**src/common/rv_core_pkg.sv**
```systemverilog
package rv_core_pkg;

	localparam int xlen = 32;

	// Standard 32-bit instruction layout, low two bits are always 11
	typedef struct packed {
		logic [6:0] funct_7;
		logic [4:0] rs_2;
		logic [4:0] rs_1;
		logic [2:0] funct_3;
		logic [4:0] rd;
		logic [4:0] op;
		logic [1:0] low;
	} inst_t;

	typedef logic [4:0] reg_index_t;

	// Major opcodes, bits 6:2 of the instruction
	localparam logic [4:0] op_lui     = 5'b01101;
	localparam logic [4:0] op_jal     = 5'b11011;
	localparam logic [4:0] op_branch  = 5'b11000;
	localparam logic [4:0] op_store   = 5'b01000;
	localparam logic [4:0] op_alu_imm = 5'b00100;
	localparam logic [4:0] op_alu_reg = 5'b01100;

	// ALU funct_3 values
	localparam logic [2:0] f3_add  = 3'b000;
	localparam logic [2:0] f3_sll  = 3'b001;
	localparam logic [2:0] f3_slt  = 3'b010;
	localparam logic [2:0] f3_sltu = 3'b011;
	localparam logic [2:0] f3_xor  = 3'b100;
	localparam logic [2:0] f3_srl  = 3'b101;
	localparam logic [2:0] f3_or   = 3'b110;
	localparam logic [2:0] f3_and  = 3'b111;

	// Branch funct_3 values
	localparam logic [2:0] f3_beq  = 3'b000;
	localparam logic [2:0] f3_bne  = 3'b001;
	localparam logic [2:0] f3_blt  = 3'b100;
	localparam logic [2:0] f3_bge  = 3'b101;
	localparam logic [2:0] f3_bltu = 3'b110;
	localparam logic [2:0] f3_bgeu = 3'b111;

	typedef enum logic [3:0] {
		alu_add, alu_sub, alu_sll, alu_slt, alu_sltu, alu_xor,
		alu_srl, alu_sra, alu_or, alu_and, alu_pass
	} alu_op_t;

	typedef enum logic [2:0] {
		br_none, br_beq, br_bne, br_blt, br_bge, br_bltu, br_bgeu
	} branch_op_t;

	typedef struct packed {
		logic [xlen-1:0] pc;
		inst_t           inst;
	} fetch_item_t;

	typedef struct packed {
		logic [xlen-1:0] pc;
		logic [xlen-1:0] value_1;
		logic [xlen-1:0] value_2;
		reg_index_t      rs_1;
		reg_index_t      rs_2;
		reg_index_t      rd;
		logic [xlen-1:0] imm;
		alu_op_t         alu_op;
		branch_op_t      branch_op;
		logic            use_imm;
		logic            is_jal;
		logic            is_store;
		logic            writes_rd;
	} decode_item_t;

endpackage
```
**src/source/rv_core.sv**
```systemverilog
module rv_core
	import rv_core_pkg::*;
#(
	parameter int              addr_bits = 30,
	parameter logic [xlen-1:0] reset_pc  = '0
) (
	input  logic                 clock,
	input  logic                 rst,
	output logic [xlen-1:0]      pc_out,
	output logic                 inst_strobe,
	input  inst_t                inst_in,
	input  logic                 inst_ack,
	output logic [addr_bits-1:0] addr,
	output logic [xlen-1:0]      data_out,
	output logic [3:0]           select,
	output logic                 write,
	output logic                 data_strobe,
	input  logic                 data_ack
);

	logic            stall;
	logic            take_jump;
	logic [xlen-1:0] jump_target;

	logic            fetch_valid, fetched_valid;
	fetch_item_t     fetch_item, fetched_item;
	logic            decode_valid, decoded_valid;
	decode_item_t    decode_item, decoded_item;

	reg_index_t      rd_index_1, rd_index_2;
	logic [xlen-1:0] rd_value_1, rd_value_2;
	logic            wr_en;
	reg_index_t      wr_index;
	logic [xlen-1:0] wr_value;

	fetch_unit #(.reset_pc(reset_pc)) fetch_unit_i (
		.clock, .rst, .inst_in, .inst_ack, .pc_out, .inst_strobe,
		.stall, .take_jump, .jump_target,
		.item_valid(fetch_valid), .item(fetch_item)
	);

	stage_register #(.payload_t(fetch_item_t)) fetch_buffer (
		.clock, .rst, .hold(stall), .flush(take_jump),
		.in_valid(fetch_valid), .in_item(fetch_item),
		.out_valid(fetched_valid), .out_item(fetched_item)
	);

	decode_unit decode_unit_i (
		.in_valid(fetched_valid), .in_item(fetched_item),
		.rd_index_1, .rd_index_2, .rd_value_1, .rd_value_2,
		.out_valid(decode_valid), .out_item(decode_item)
	);

	stage_register #(.payload_t(decode_item_t)) decode_buffer (
		.clock, .rst, .hold(stall), .flush(take_jump),
		.in_valid(decode_valid), .in_item(decode_item),
		.out_valid(decoded_valid), .out_item(decoded_item)
	);

	register_file register_file_i (
		.clock, .rst, .rd_index_1, .rd_index_2, .rd_value_1, .rd_value_2,
		.wr_en, .wr_index, .wr_value
	);

	execute_unit #(.addr_bits(addr_bits)) execute_unit_i (
		.clock, .rst, .in_valid(decoded_valid), .in_item(decoded_item),
		.stall, .take_jump, .jump_target, .wr_en, .wr_index, .wr_value,
		.addr, .data_out, .select, .write, .data_strobe, .data_ack
	);

endmodule

```
**src/execute/execute_unit.sv**
```systemverilog
module execute_unit
	import rv_core_pkg::*;
#(
	parameter int addr_bits = 30
) (
	input  logic                 clock,
	input  logic                 rst,
	input  logic                 in_valid,
	input  decode_item_t         in_item,
	output logic                 stall,
	output logic                 take_jump,
	output logic [xlen-1:0]      jump_target,
	output logic                 wr_en,
	output reg_index_t           wr_index,
	output logic [xlen-1:0]      wr_value,
	output logic [addr_bits-1:0] addr,
	output logic [xlen-1:0]      data_out,
	output logic [3:0]           select,
	output logic                 write,
	output logic                 data_strobe,
	input  logic                 data_ack
);

	logic            await_ack;
	logic            active;
	logic            prev_valid;
	reg_index_t      prev_rd;
	logic [xlen-1:0] prev_result;
	logic [xlen-1:0] left, right, operand_b, result, full_addr;
	logic            condition;

	assign stall = await_ack;
	assign active = in_valid && !await_ack;

	// Forward the last written result when the indices match
	assign left = (prev_valid && prev_rd != '0 && prev_rd == in_item.rs_1)
		? prev_result : in_item.value_1;
	assign right = (prev_valid && prev_rd != '0 && prev_rd == in_item.rs_2)
		? prev_result : in_item.value_2;
	assign operand_b = in_item.use_imm ? in_item.imm : right;

	always_comb begin
		case (in_item.alu_op)
			alu_add:  result = left + operand_b;
			alu_sub:  result = left - operand_b;
			alu_sll:  result = left << operand_b[4:0];
			alu_slt:  result = xlen'($signed(left) < $signed(operand_b));
			alu_sltu: result = xlen'(left < operand_b);
			alu_xor:  result = left ^ operand_b;
			alu_srl:  result = left >> operand_b[4:0];
			alu_sra:  result = $signed(left) >>> operand_b[4:0];
			alu_or:   result = left | operand_b;
			alu_and:  result = left & operand_b;
			alu_pass: result = operand_b;
			default:  result = '0;
		endcase
	end

	always_comb begin
		case (in_item.branch_op)
			br_beq:  condition = left == right;
			br_bne:  condition = left != right;
			br_blt:  condition = $signed(left) < $signed(right);
			br_bge:  condition = $signed(left) >= $signed(right);
			br_bltu: condition = left < right;
			br_bgeu: condition = left >= right;
			default: condition = 1'b0;
		endcase
	end

	assign take_jump = active && (in_item.is_jal || condition);
	assign jump_target = in_item.pc + in_item.imm;

	assign wr_en = active && in_item.writes_rd;
	assign wr_index = in_item.rd;
	assign wr_value = result;

	assign full_addr = left + in_item.imm;

	// Every data access is a full word store
	assign select = 4'b1111;
	assign write = data_strobe;

	always_ff @(posedge clock) begin
		if (rst) begin
			await_ack <= 1'b0;
			data_strobe <= 1'b0;
			prev_valid <= 1'b0;
		end else begin
			if (active && in_item.is_store) begin
				await_ack <= 1'b1;
				data_strobe <= 1'b1;
			end else if (await_ack && data_ack) begin
				await_ack <= 1'b0;
				data_strobe <= 1'b0;
			end
			if (wr_en)
				prev_valid <= 1'b1;
		end
	end

	always_ff @(posedge clock) begin
		if (active && in_item.is_store) begin
			addr <= full_addr[addr_bits+1:2];
			data_out <= right;
		end
		if (wr_en) begin
			prev_rd <= wr_index;
			prev_result <= result;
		end
	end

endmodule

```
**src/source/register_file.sv**
```systemverilog
module register_file
	import rv_core_pkg::*;
(
	input  logic            clock,
	input  logic            rst,
	input  reg_index_t      rd_index_1,
	input  reg_index_t      rd_index_2,
	output logic [xlen-1:0] rd_value_1,
	output logic [xlen-1:0] rd_value_2,
	input  logic            wr_en,
	input  reg_index_t      wr_index,
	input  logic [xlen-1:0] wr_value
);

	logic [xlen-1:0] registers [32];

	always_ff @(posedge clock) begin
		if (rst) begin
			for (int i = 0; i < 32; i++)
				registers[i] <= '0;
		end else if (wr_en && wr_index != '0) begin
			registers[wr_index] <= wr_value;
		end
	end

	// x0 reads zero, a same-cycle write is seen by the reader
	always_comb begin
		if (rd_index_1 == '0)
			rd_value_1 = '0;
		else if (wr_en && wr_index == rd_index_1)
			rd_value_1 = wr_value;
		else
			rd_value_1 = registers[rd_index_1];

		if (rd_index_2 == '0)
			rd_value_2 = '0;
		else if (wr_en && wr_index == rd_index_2)
			rd_value_2 = wr_value;
		else
			rd_value_2 = registers[rd_index_2];
	end

endmodule

```
**src/decode/decode_unit.sv**
```systemverilog
module decode_unit
	import rv_core_pkg::*;
(
	input  logic            in_valid,
	input  fetch_item_t     in_item,
	output reg_index_t      rd_index_1,
	output reg_index_t      rd_index_2,
	input  logic [xlen-1:0] rd_value_1,
	input  logic [xlen-1:0] rd_value_2,
	output logic            out_valid,
	output decode_item_t    out_item
);

	logic [31:0] raw;
	logic [xlen-1:0] imm_i, imm_s, imm_b, imm_j, imm_u;
	logic alt;

	function automatic alu_op_t alu_select(input logic [2:0] funct_3, input logic alt_form,
			input logic reg_form);
		alu_op_t op;
		case (funct_3)
			f3_add:  op = (alt_form && reg_form) ? alu_sub : alu_add;
			f3_sll:  op = alu_sll;
			f3_slt:  op = alu_slt;
			f3_sltu: op = alu_sltu;
			f3_xor:  op = alu_xor;
			f3_srl:  op = alt_form ? alu_sra : alu_srl;
			f3_or:   op = alu_or;
			f3_and:  op = alu_and;
			default: op = alu_add;
		endcase
		return op;
	endfunction

	assign raw = in_item.inst;
	assign alt = in_item.inst.funct_7[5];

	// Immediate formats
	assign imm_i = {{20{raw[31]}}, raw[31:20]};
	assign imm_s = {{20{raw[31]}}, raw[31:25], raw[11:7]};
	assign imm_b = {{19{raw[31]}}, raw[31], raw[7], raw[30:25], raw[11:8], 1'b0};
	assign imm_j = {{11{raw[31]}}, raw[31], raw[19:12], raw[20], raw[30:21], 1'b0};
	assign imm_u = {raw[31:12], 12'b0};

	assign rd_index_1 = in_item.inst.rs_1;
	assign rd_index_2 = in_item.inst.rs_2;

	assign out_valid = in_valid;

	always_comb begin
		out_item = '0;
		out_item.pc = in_item.pc;
		out_item.value_1 = rd_value_1;
		out_item.value_2 = rd_value_2;
		out_item.rs_1 = in_item.inst.rs_1;
		out_item.rs_2 = in_item.inst.rs_2;
		out_item.rd = in_item.inst.rd;
		out_item.imm = imm_i;
		out_item.alu_op = alu_add;
		out_item.branch_op = br_none;

		case (in_item.inst.op)
			op_lui: begin
				out_item.imm = imm_u;
				out_item.alu_op = alu_pass;
				out_item.use_imm = 1'b1;
				out_item.writes_rd = 1'b1;
			end
			op_jal: begin
				out_item.imm = imm_j;
				// Link value rides in the second operand, clear index so nothing forwards
				out_item.value_2 = in_item.pc + 32'd4;
				out_item.rs_2 = '0;
				out_item.alu_op = alu_pass;
				out_item.is_jal = 1'b1;
				out_item.writes_rd = 1'b1;
			end
			op_branch: begin
				out_item.imm = imm_b;
				case (in_item.inst.funct_3)
					f3_beq:  out_item.branch_op = br_beq;
					f3_bne:  out_item.branch_op = br_bne;
					f3_blt:  out_item.branch_op = br_blt;
					f3_bge:  out_item.branch_op = br_bge;
					f3_bltu: out_item.branch_op = br_bltu;
					f3_bgeu: out_item.branch_op = br_bgeu;
					default: out_item.branch_op = br_none;
				endcase
			end
			op_store: begin
				out_item.imm = imm_s;
				out_item.is_store = 1'b1;
			end
			op_alu_imm: begin
				out_item.alu_op = alu_select(in_item.inst.funct_3, alt, 1'b0);
				out_item.use_imm = 1'b1;
				out_item.writes_rd = 1'b1;
			end
			op_alu_reg: begin
				out_item.alu_op = alu_select(in_item.inst.funct_3, alt, 1'b1);
				out_item.writes_rd = 1'b1;
			end
			default: begin
				// Unsupported opcodes pass through as no-ops
				out_item.writes_rd = 1'b0;
			end
		endcase
	end

endmodule

```
**src/source/stage_register.sv**
```systemverilog
module stage_register #(
	parameter type payload_t = logic
) (
	input  logic     clock,
	input  logic     rst,
	input  logic     hold,
	input  logic     flush,
	input  logic     in_valid,
	input  payload_t in_item,
	output logic     out_valid,
	output payload_t out_item
);

	always_ff @(posedge clock) begin
		if (rst) begin
			out_valid <= 1'b0;
		end else if (!hold) begin
			// Flush drops whatever arrives this cycle
			out_valid <= in_valid && !flush;
		end
	end

	always_ff @(posedge clock) begin
		if (!hold)
			out_item <= in_item;
	end

endmodule

```
**src/fetch/fetch_unit.sv**
```systemverilog
module fetch_unit
	import rv_core_pkg::*;
#(
	parameter logic [xlen-1:0] reset_pc = '0
) (
	input  logic            clock,
	input  logic            rst,
	input  inst_t           inst_in,
	input  logic            inst_ack,
	output logic [xlen-1:0] pc_out,
	output logic            inst_strobe,
	input  logic            stall,
	input  logic            take_jump,
	input  logic [xlen-1:0] jump_target,
	output logic            item_valid,
	output fetch_item_t     item
);

	logic [xlen-1:0] pc;
	logic            started;
	logic            discard;
	logic            delivered;

	// No request in the first cycle out of reset or while execute is stalled
	assign inst_strobe = started && !stall;
	assign delivered = inst_strobe && inst_ack;
	assign pc_out = pc;

	assign item_valid = delivered && !discard;
	assign item = '{pc: pc, inst: inst_in};

	always_ff @(posedge clock) begin
		if (rst) begin
			pc <= reset_pc;
			started <= 1'b0;
			discard <= 1'b0;
		end else begin
			started <= 1'b1;
			if (take_jump) begin
				pc <= jump_target;
				// A request still open at the old pc may complete late
				discard <= inst_strobe && !inst_ack;
			end else if (delivered) begin
				// Dropped word is fetched again from the same pc
				if (!discard)
					pc <= pc + 32'd4;
				discard <= 1'b0;
			end
		end
	end

endmodule

```
**config.mk**
```make
export PLATFORM = sky130hd
export DESIGN_NAME = rv_core
export DESIGN_NICKNAME = d
export VERILOG_FILES = /design/src/common/rv_core_pkg.sv /design/src/source/rv_core.sv /design/src/execute/execute_unit.sv /design/src/source/register_file.sv /design/src/decode/decode_unit.sv /design/src/source/stage_register.sv /design/src/fetch/fetch_unit.sv
export SDC_FILE = /design/constraint.sdc
export NUM_CORES = 2
export LEC_CHECK = 0
export BUFFER_PORTS_ARGS = -buffer_cell sky130_fd_sc_hd__buf_4
export CAP_MARGIN = 20
export CORE_ASPECT_RATIO = 1.2
export CORE_MARGIN = 1
export CORE_UTILIZATION = 30
export CTS_BUF_LIST = sky130_fd_sc_hd__clkbuf_8 sky130_fd_sc_hd__clkbuf_16
export DETAILED_ROUTE_END_ITERATION = 10
export PLACE_DENSITY = 0.53
export SLEW_MARGIN = 10
export SYNTH_ARGS = -nofsm -noshare
export SYNTH_HDL_FRONTEND = slang
export SYNTH_SLANG_ARGS = --single-unit
```
**constraint.sdc**
```tcl
create_clock -name clock -period 18 [get_ports clock]
set_clock_uncertainty 0.05 [all_clocks]
set_input_delay 0.9 -clock clock [delete_from_list [all_inputs] [get_ports clock]]
set_output_delay 0.9 -clock clock [all_outputs]
set_load 0.02 [all_outputs]
```
==> flow_summary.yaml <==
status:
  outcome: "completed"
place:
  dpl_cell_area_um2: 85790
  gp_congestion: 0.9793
  post-dp-hpwl_mm: 214.2
  dp_slack_ns: 10.03
  io_buffers: 130
grt:
  grt_max_degree: 116
  antenna_found_initial: 8
  grt_pass1_wl_mm: 455.6
  grtUsageTotal_pct: 23.98
  grt.overflow.total: 0
  grt_pass1_vias: 58150
routing:
  drc: 0
  via_per_inst: 5.875
  vias: 59030
  routed_wl_mm: 329.7
  ant_nets: 0
  wire_per_inst_um: 32.82
  dr.pass1.iters: 6
  drt_iter0_markers: 7255
critical_path:
  crit_type: "reg2reg"
  worstPathArrival_ns: 8.61
  rr_worst_depth: 19
  cp.required_ns: 18.45
  cp-start-kind: "flip-flop"
  r2r_start: "execute_unit_i.prev_rd[2]"
  end_kind: "flip-flop"
  r2r_end: "decode_buffer.out_item[117]"
  rrSetupSlack_ns: 9.84
  crit_fanout: 33
yosys:
  syn_avg_cell_area_um2: 12.65
  ys_ff_latch: 1387
  syn_area_um2: 80580
  yosysUniqueCellTypes: 106
  ys.flop_type: "edfxtp_1"
  yosysTopAreaCell: "edfxtp_1"
  syn_inst: 6370
  synth_area_leaders: "edfxtp_1 (50%), mux4_2 (18%), nor2_1 (5.7%)"
  synthArstFlopShare_pct: 0
  ys_seq_area_share_pct: 51.09
  synth-warning-count: 0
  yosysTopAreaCellShare_pct: 49.90
  synth_edf_count: 1339
final_layout:
  nets: 6589
  drive_above_1_share_pct: 22.13
  final_area_um2: 90660
  fillers: 26190
  fin_util_pct: 33.92
  seqCellArea_um2: 41200
  multi_input_area_um2: 36870
  syn2layout_area_growth_pct: 12.50
power:
  irDropWorstVdd_mv: 0.09006
  p_leak_nw: 33.08
  p_sw_share_pct: 35.08
  seqPwrFrac_pct: 40.4
  p_int_w: 0.006087
  p_per_area_nw_per_um2: 103.4
  combPwrFrac_pct: 26.8
  pwr-share-clk_pct: 32.7
  switchingPower_w: 0.003289
job:
  max_cap_viol_count: 0
clock_network:
  cts-root-buf: "clkbuf_16"
  cts.path.max_buffers: 3
  hold_buffers: 0
  cts_resized: 0
  ctsHtreeMaxLevel: 4
  cts_buffers: 153
  cts_tree: "yes"
  cts_setup_buffers: 0
  clkTransAtPathRegs_ns: 0.06
  cts_sinks: 1387
  clk_latency_ns: 0.84
sta:
  clock.fmax_mhz: 122.5
  slew_violations: 0
  whs_ns: 0.2170
  fin_crit_ns: 8.164
  worst_pin_slew_ns: 1.203
  hold_viol: 0
  fin_tns_setup_ns: 0
  fin_crit_sh_pct: 45.35
  relSlewSlack_pct: 17.51
  rsz0062_at_grt: "false"
  setup_ws_ns: 9.836
  final-setup-viol-count: 0
min_path:
  hold_depth: 1
  hp-class: "in2reg"
  holdCritStartpoint: "inst_in[25]"
  min_to: "fetch_buffer.out_item[25]"
floorplan:
  io_pins: 137
  dieHeight_um: 569.7
  die-area_um2: 270700
  die_w_um: 475.1
  initial_utilization_pct: 30.15
  fp-row-count: 208
  core-area_um2: 267300
layout by cell type, fill, tap and decap left out, types with 18 or more instances in the layout:
| master | n |
|---|---|
| clkinv_2 | 25 |
| edfxtp_1 | 1339 |
| a211oi_1 | 112 |
| nand2_2 | 63 |
| ha_1 | 192 |
| a21oi_1 | 211 |
| or2_2 | 18 |
| o31ai_1 | 20 |
| xor2_1 | 56 |
| nor4_1 | 22 |
| buf_4 | 334 |
| mux4_2 | 640 |
| o22ai_1 | 42 |
| nand2b_1 | 31 |
| and2_1 | 18 |
| o21ai_0 | 193 |
| and3_1 | 31 |
| clkbuf_16 | 155 |
| xnor2_1 | 87 |
| inv_1 | 199 |
| dfxtp_1 | 38 |
| o211ai_1 | 34 |
| o221ai_1 | 39 |
| nor2_1 | 1209 |
| a21o_1 | 71 |
| a22oi_1 | 40 |
| nor3_1 | 63 |
| mux2i_1 | 137 |
| o21bai_1 | 18 |
| mux2_2 | 63 |
| nand2_1 | 245 |
| o21a_1 | 20 |
| or3_1 | 18 |
| nor2b_1 | 92 |
| conb_1 | 36 |
| clkinv_1 | 32 |
| a221oi_1 | 27 |
| a31oi_1 | 25 |
| nand4_1 | 33 |
| nand3_1 | 113 |
cell usage after synthesis (20+ instances only):
cell type	number
edfxtp_1	1339
nor2_1	1214
mux4_2	640
clkbuf_1	330
nand2_1	308
a21oi_1	212
o21ai_0	193
ha_1	192
inv_1	170
mux2i_1	137
nand3_1	113
a211oi_1	112
buf_2	112
nor2b_1	92
xnor2_1	87
a21o_1	71
nor3_1	65
mux2_2	63
buf_1	62
xor2_1	56
dfxtp_1	48
o22ai_1	42
a22oi_1	40
o221ai_1	39
o211ai_1	34
and3_1	33
nand4_1	33
nand2b_1	31
a221oi_1	27
buf_4	26
a31oi_1	25
nor4_1	24
o21a_1	20
o31ai_1	20
area by class of cell:
type	instances	area share, %
clock inverters	113	1.003
multi-input cells	4292	40.67
inverters	185	0.7756
repair buffers	339	2.846
clock buffers	158	4.324
diodes	3	0.008281
flip-flops and latches	1387	45.45
well taps	3570	4.927
how the worst max path moves through the flow:
stage                               start                          end  slack [ns]  cells after the start
2_1_floorplan  execute_unit_i.data_strobe       fetch_unit_i.pc_out[0]       11.80                      6
3_3_place_gp    execute_unit_i.prev_rd[1]  decode_buffer.out_item[117]       10.12                     19
3_5_place_dp    execute_unit_i.prev_rd[1]  decode_buffer.out_item[117]       10.03                     19
4_1_cts         execute_unit_i.prev_rd[1]  decode_buffer.out_item[117]        10.0                     19
5_1_grt         execute_unit_i.prev_rd[1]  decode_buffer.out_item[117]        9.69                     19
6_report        execute_unit_i.prev_rd[2]  decode_buffer.out_item[117]        9.84                     19
stage by stage:
step                cells  total power [W]
finish              10050         0.009376
global route        10050         0.009623
detailed placement   9771         0.006303
global placement     9770         0.006294
floorplan            6404         0.005272
CTS                 10040         0.009344
per-layer routing:
layer	GRT usage (%)	routed length, um
met1	28.23	117600
met2	39.29	157000
met3	4.774	28630
met4	16.49	26520
met5	0	0
sequential cells by signal, indices dropped and copies added (netlist names), named ones only:
| name | count |
|---|---|
| execute_unit_i.data_strobe | 1 |
| decode_buffer.out_valid | 1 |
| execute_unit_i.addr | 30 |
| execute_unit_i.prev_valid | 1 |
| execute_unit_i.data_out | 32 |
| fetch_buffer.out_item | 62 |
| decode_buffer.out_item | 154 |
| execute_unit_i.prev_rd | 5 |
| fetch_unit_i.started | 1 |
| register_file_i.registers | 1024 |
| fetch_unit_i.pc_out | 32 |
| fetch_buffer.out_valid | 1 |
| fetch_unit_i.discard | 1 |
| execute_unit_i.prev_result | 32 |
critical path: stages, from the launching register on:
cell      delay [ns]
edfxtp_1        0.44
or4_4           0.57
o211a_1         0.45
nand2_1         0.42
mux2_2          0.50
mux2i_1         0.63
inv_1           0.11
ha_1            0.48
nor4_1          0.46
nand2_1         0.10
a211oi_1        0.48
nor4_1          0.15
buf_4           0.19
o41ai_1         0.70
o311ai_0        0.34
a211oi_1        0.36
o221ai_1        0.57
nor2_2          0.22
buf_4           0.44
a211oi_1        0.15
power by group through the flow:
stage	Combinational, W	Clock [W]	Sequential [W]
3_3_place_gp	0.00245	0	0.00385
2_1_floorplan	0.00149	0	0.00379
4_1_cts	0.00245	0.00310	0.00379
6_report	0.00252	0.00307	0.00379
5_1_grt	0.00260	0.00322	0.00380
3_5_place_dp	0.00245	0	0.00386
kinds of logic after synthesis:
logic type / count (synthesis) / share of synthesized area [%]
flops: 1387 / 51.09
buf+inv: 725 / 3.765
other cells: 2 / 0.009320
fa+ha+maj: 195 / 3.056
compound gates: 1044 / 8.962
xor+xnor: 143 / 1.554
mux: 842 / 20.50
simple gates: 2032 / 11.06
(Power assumes the default switching activity.)
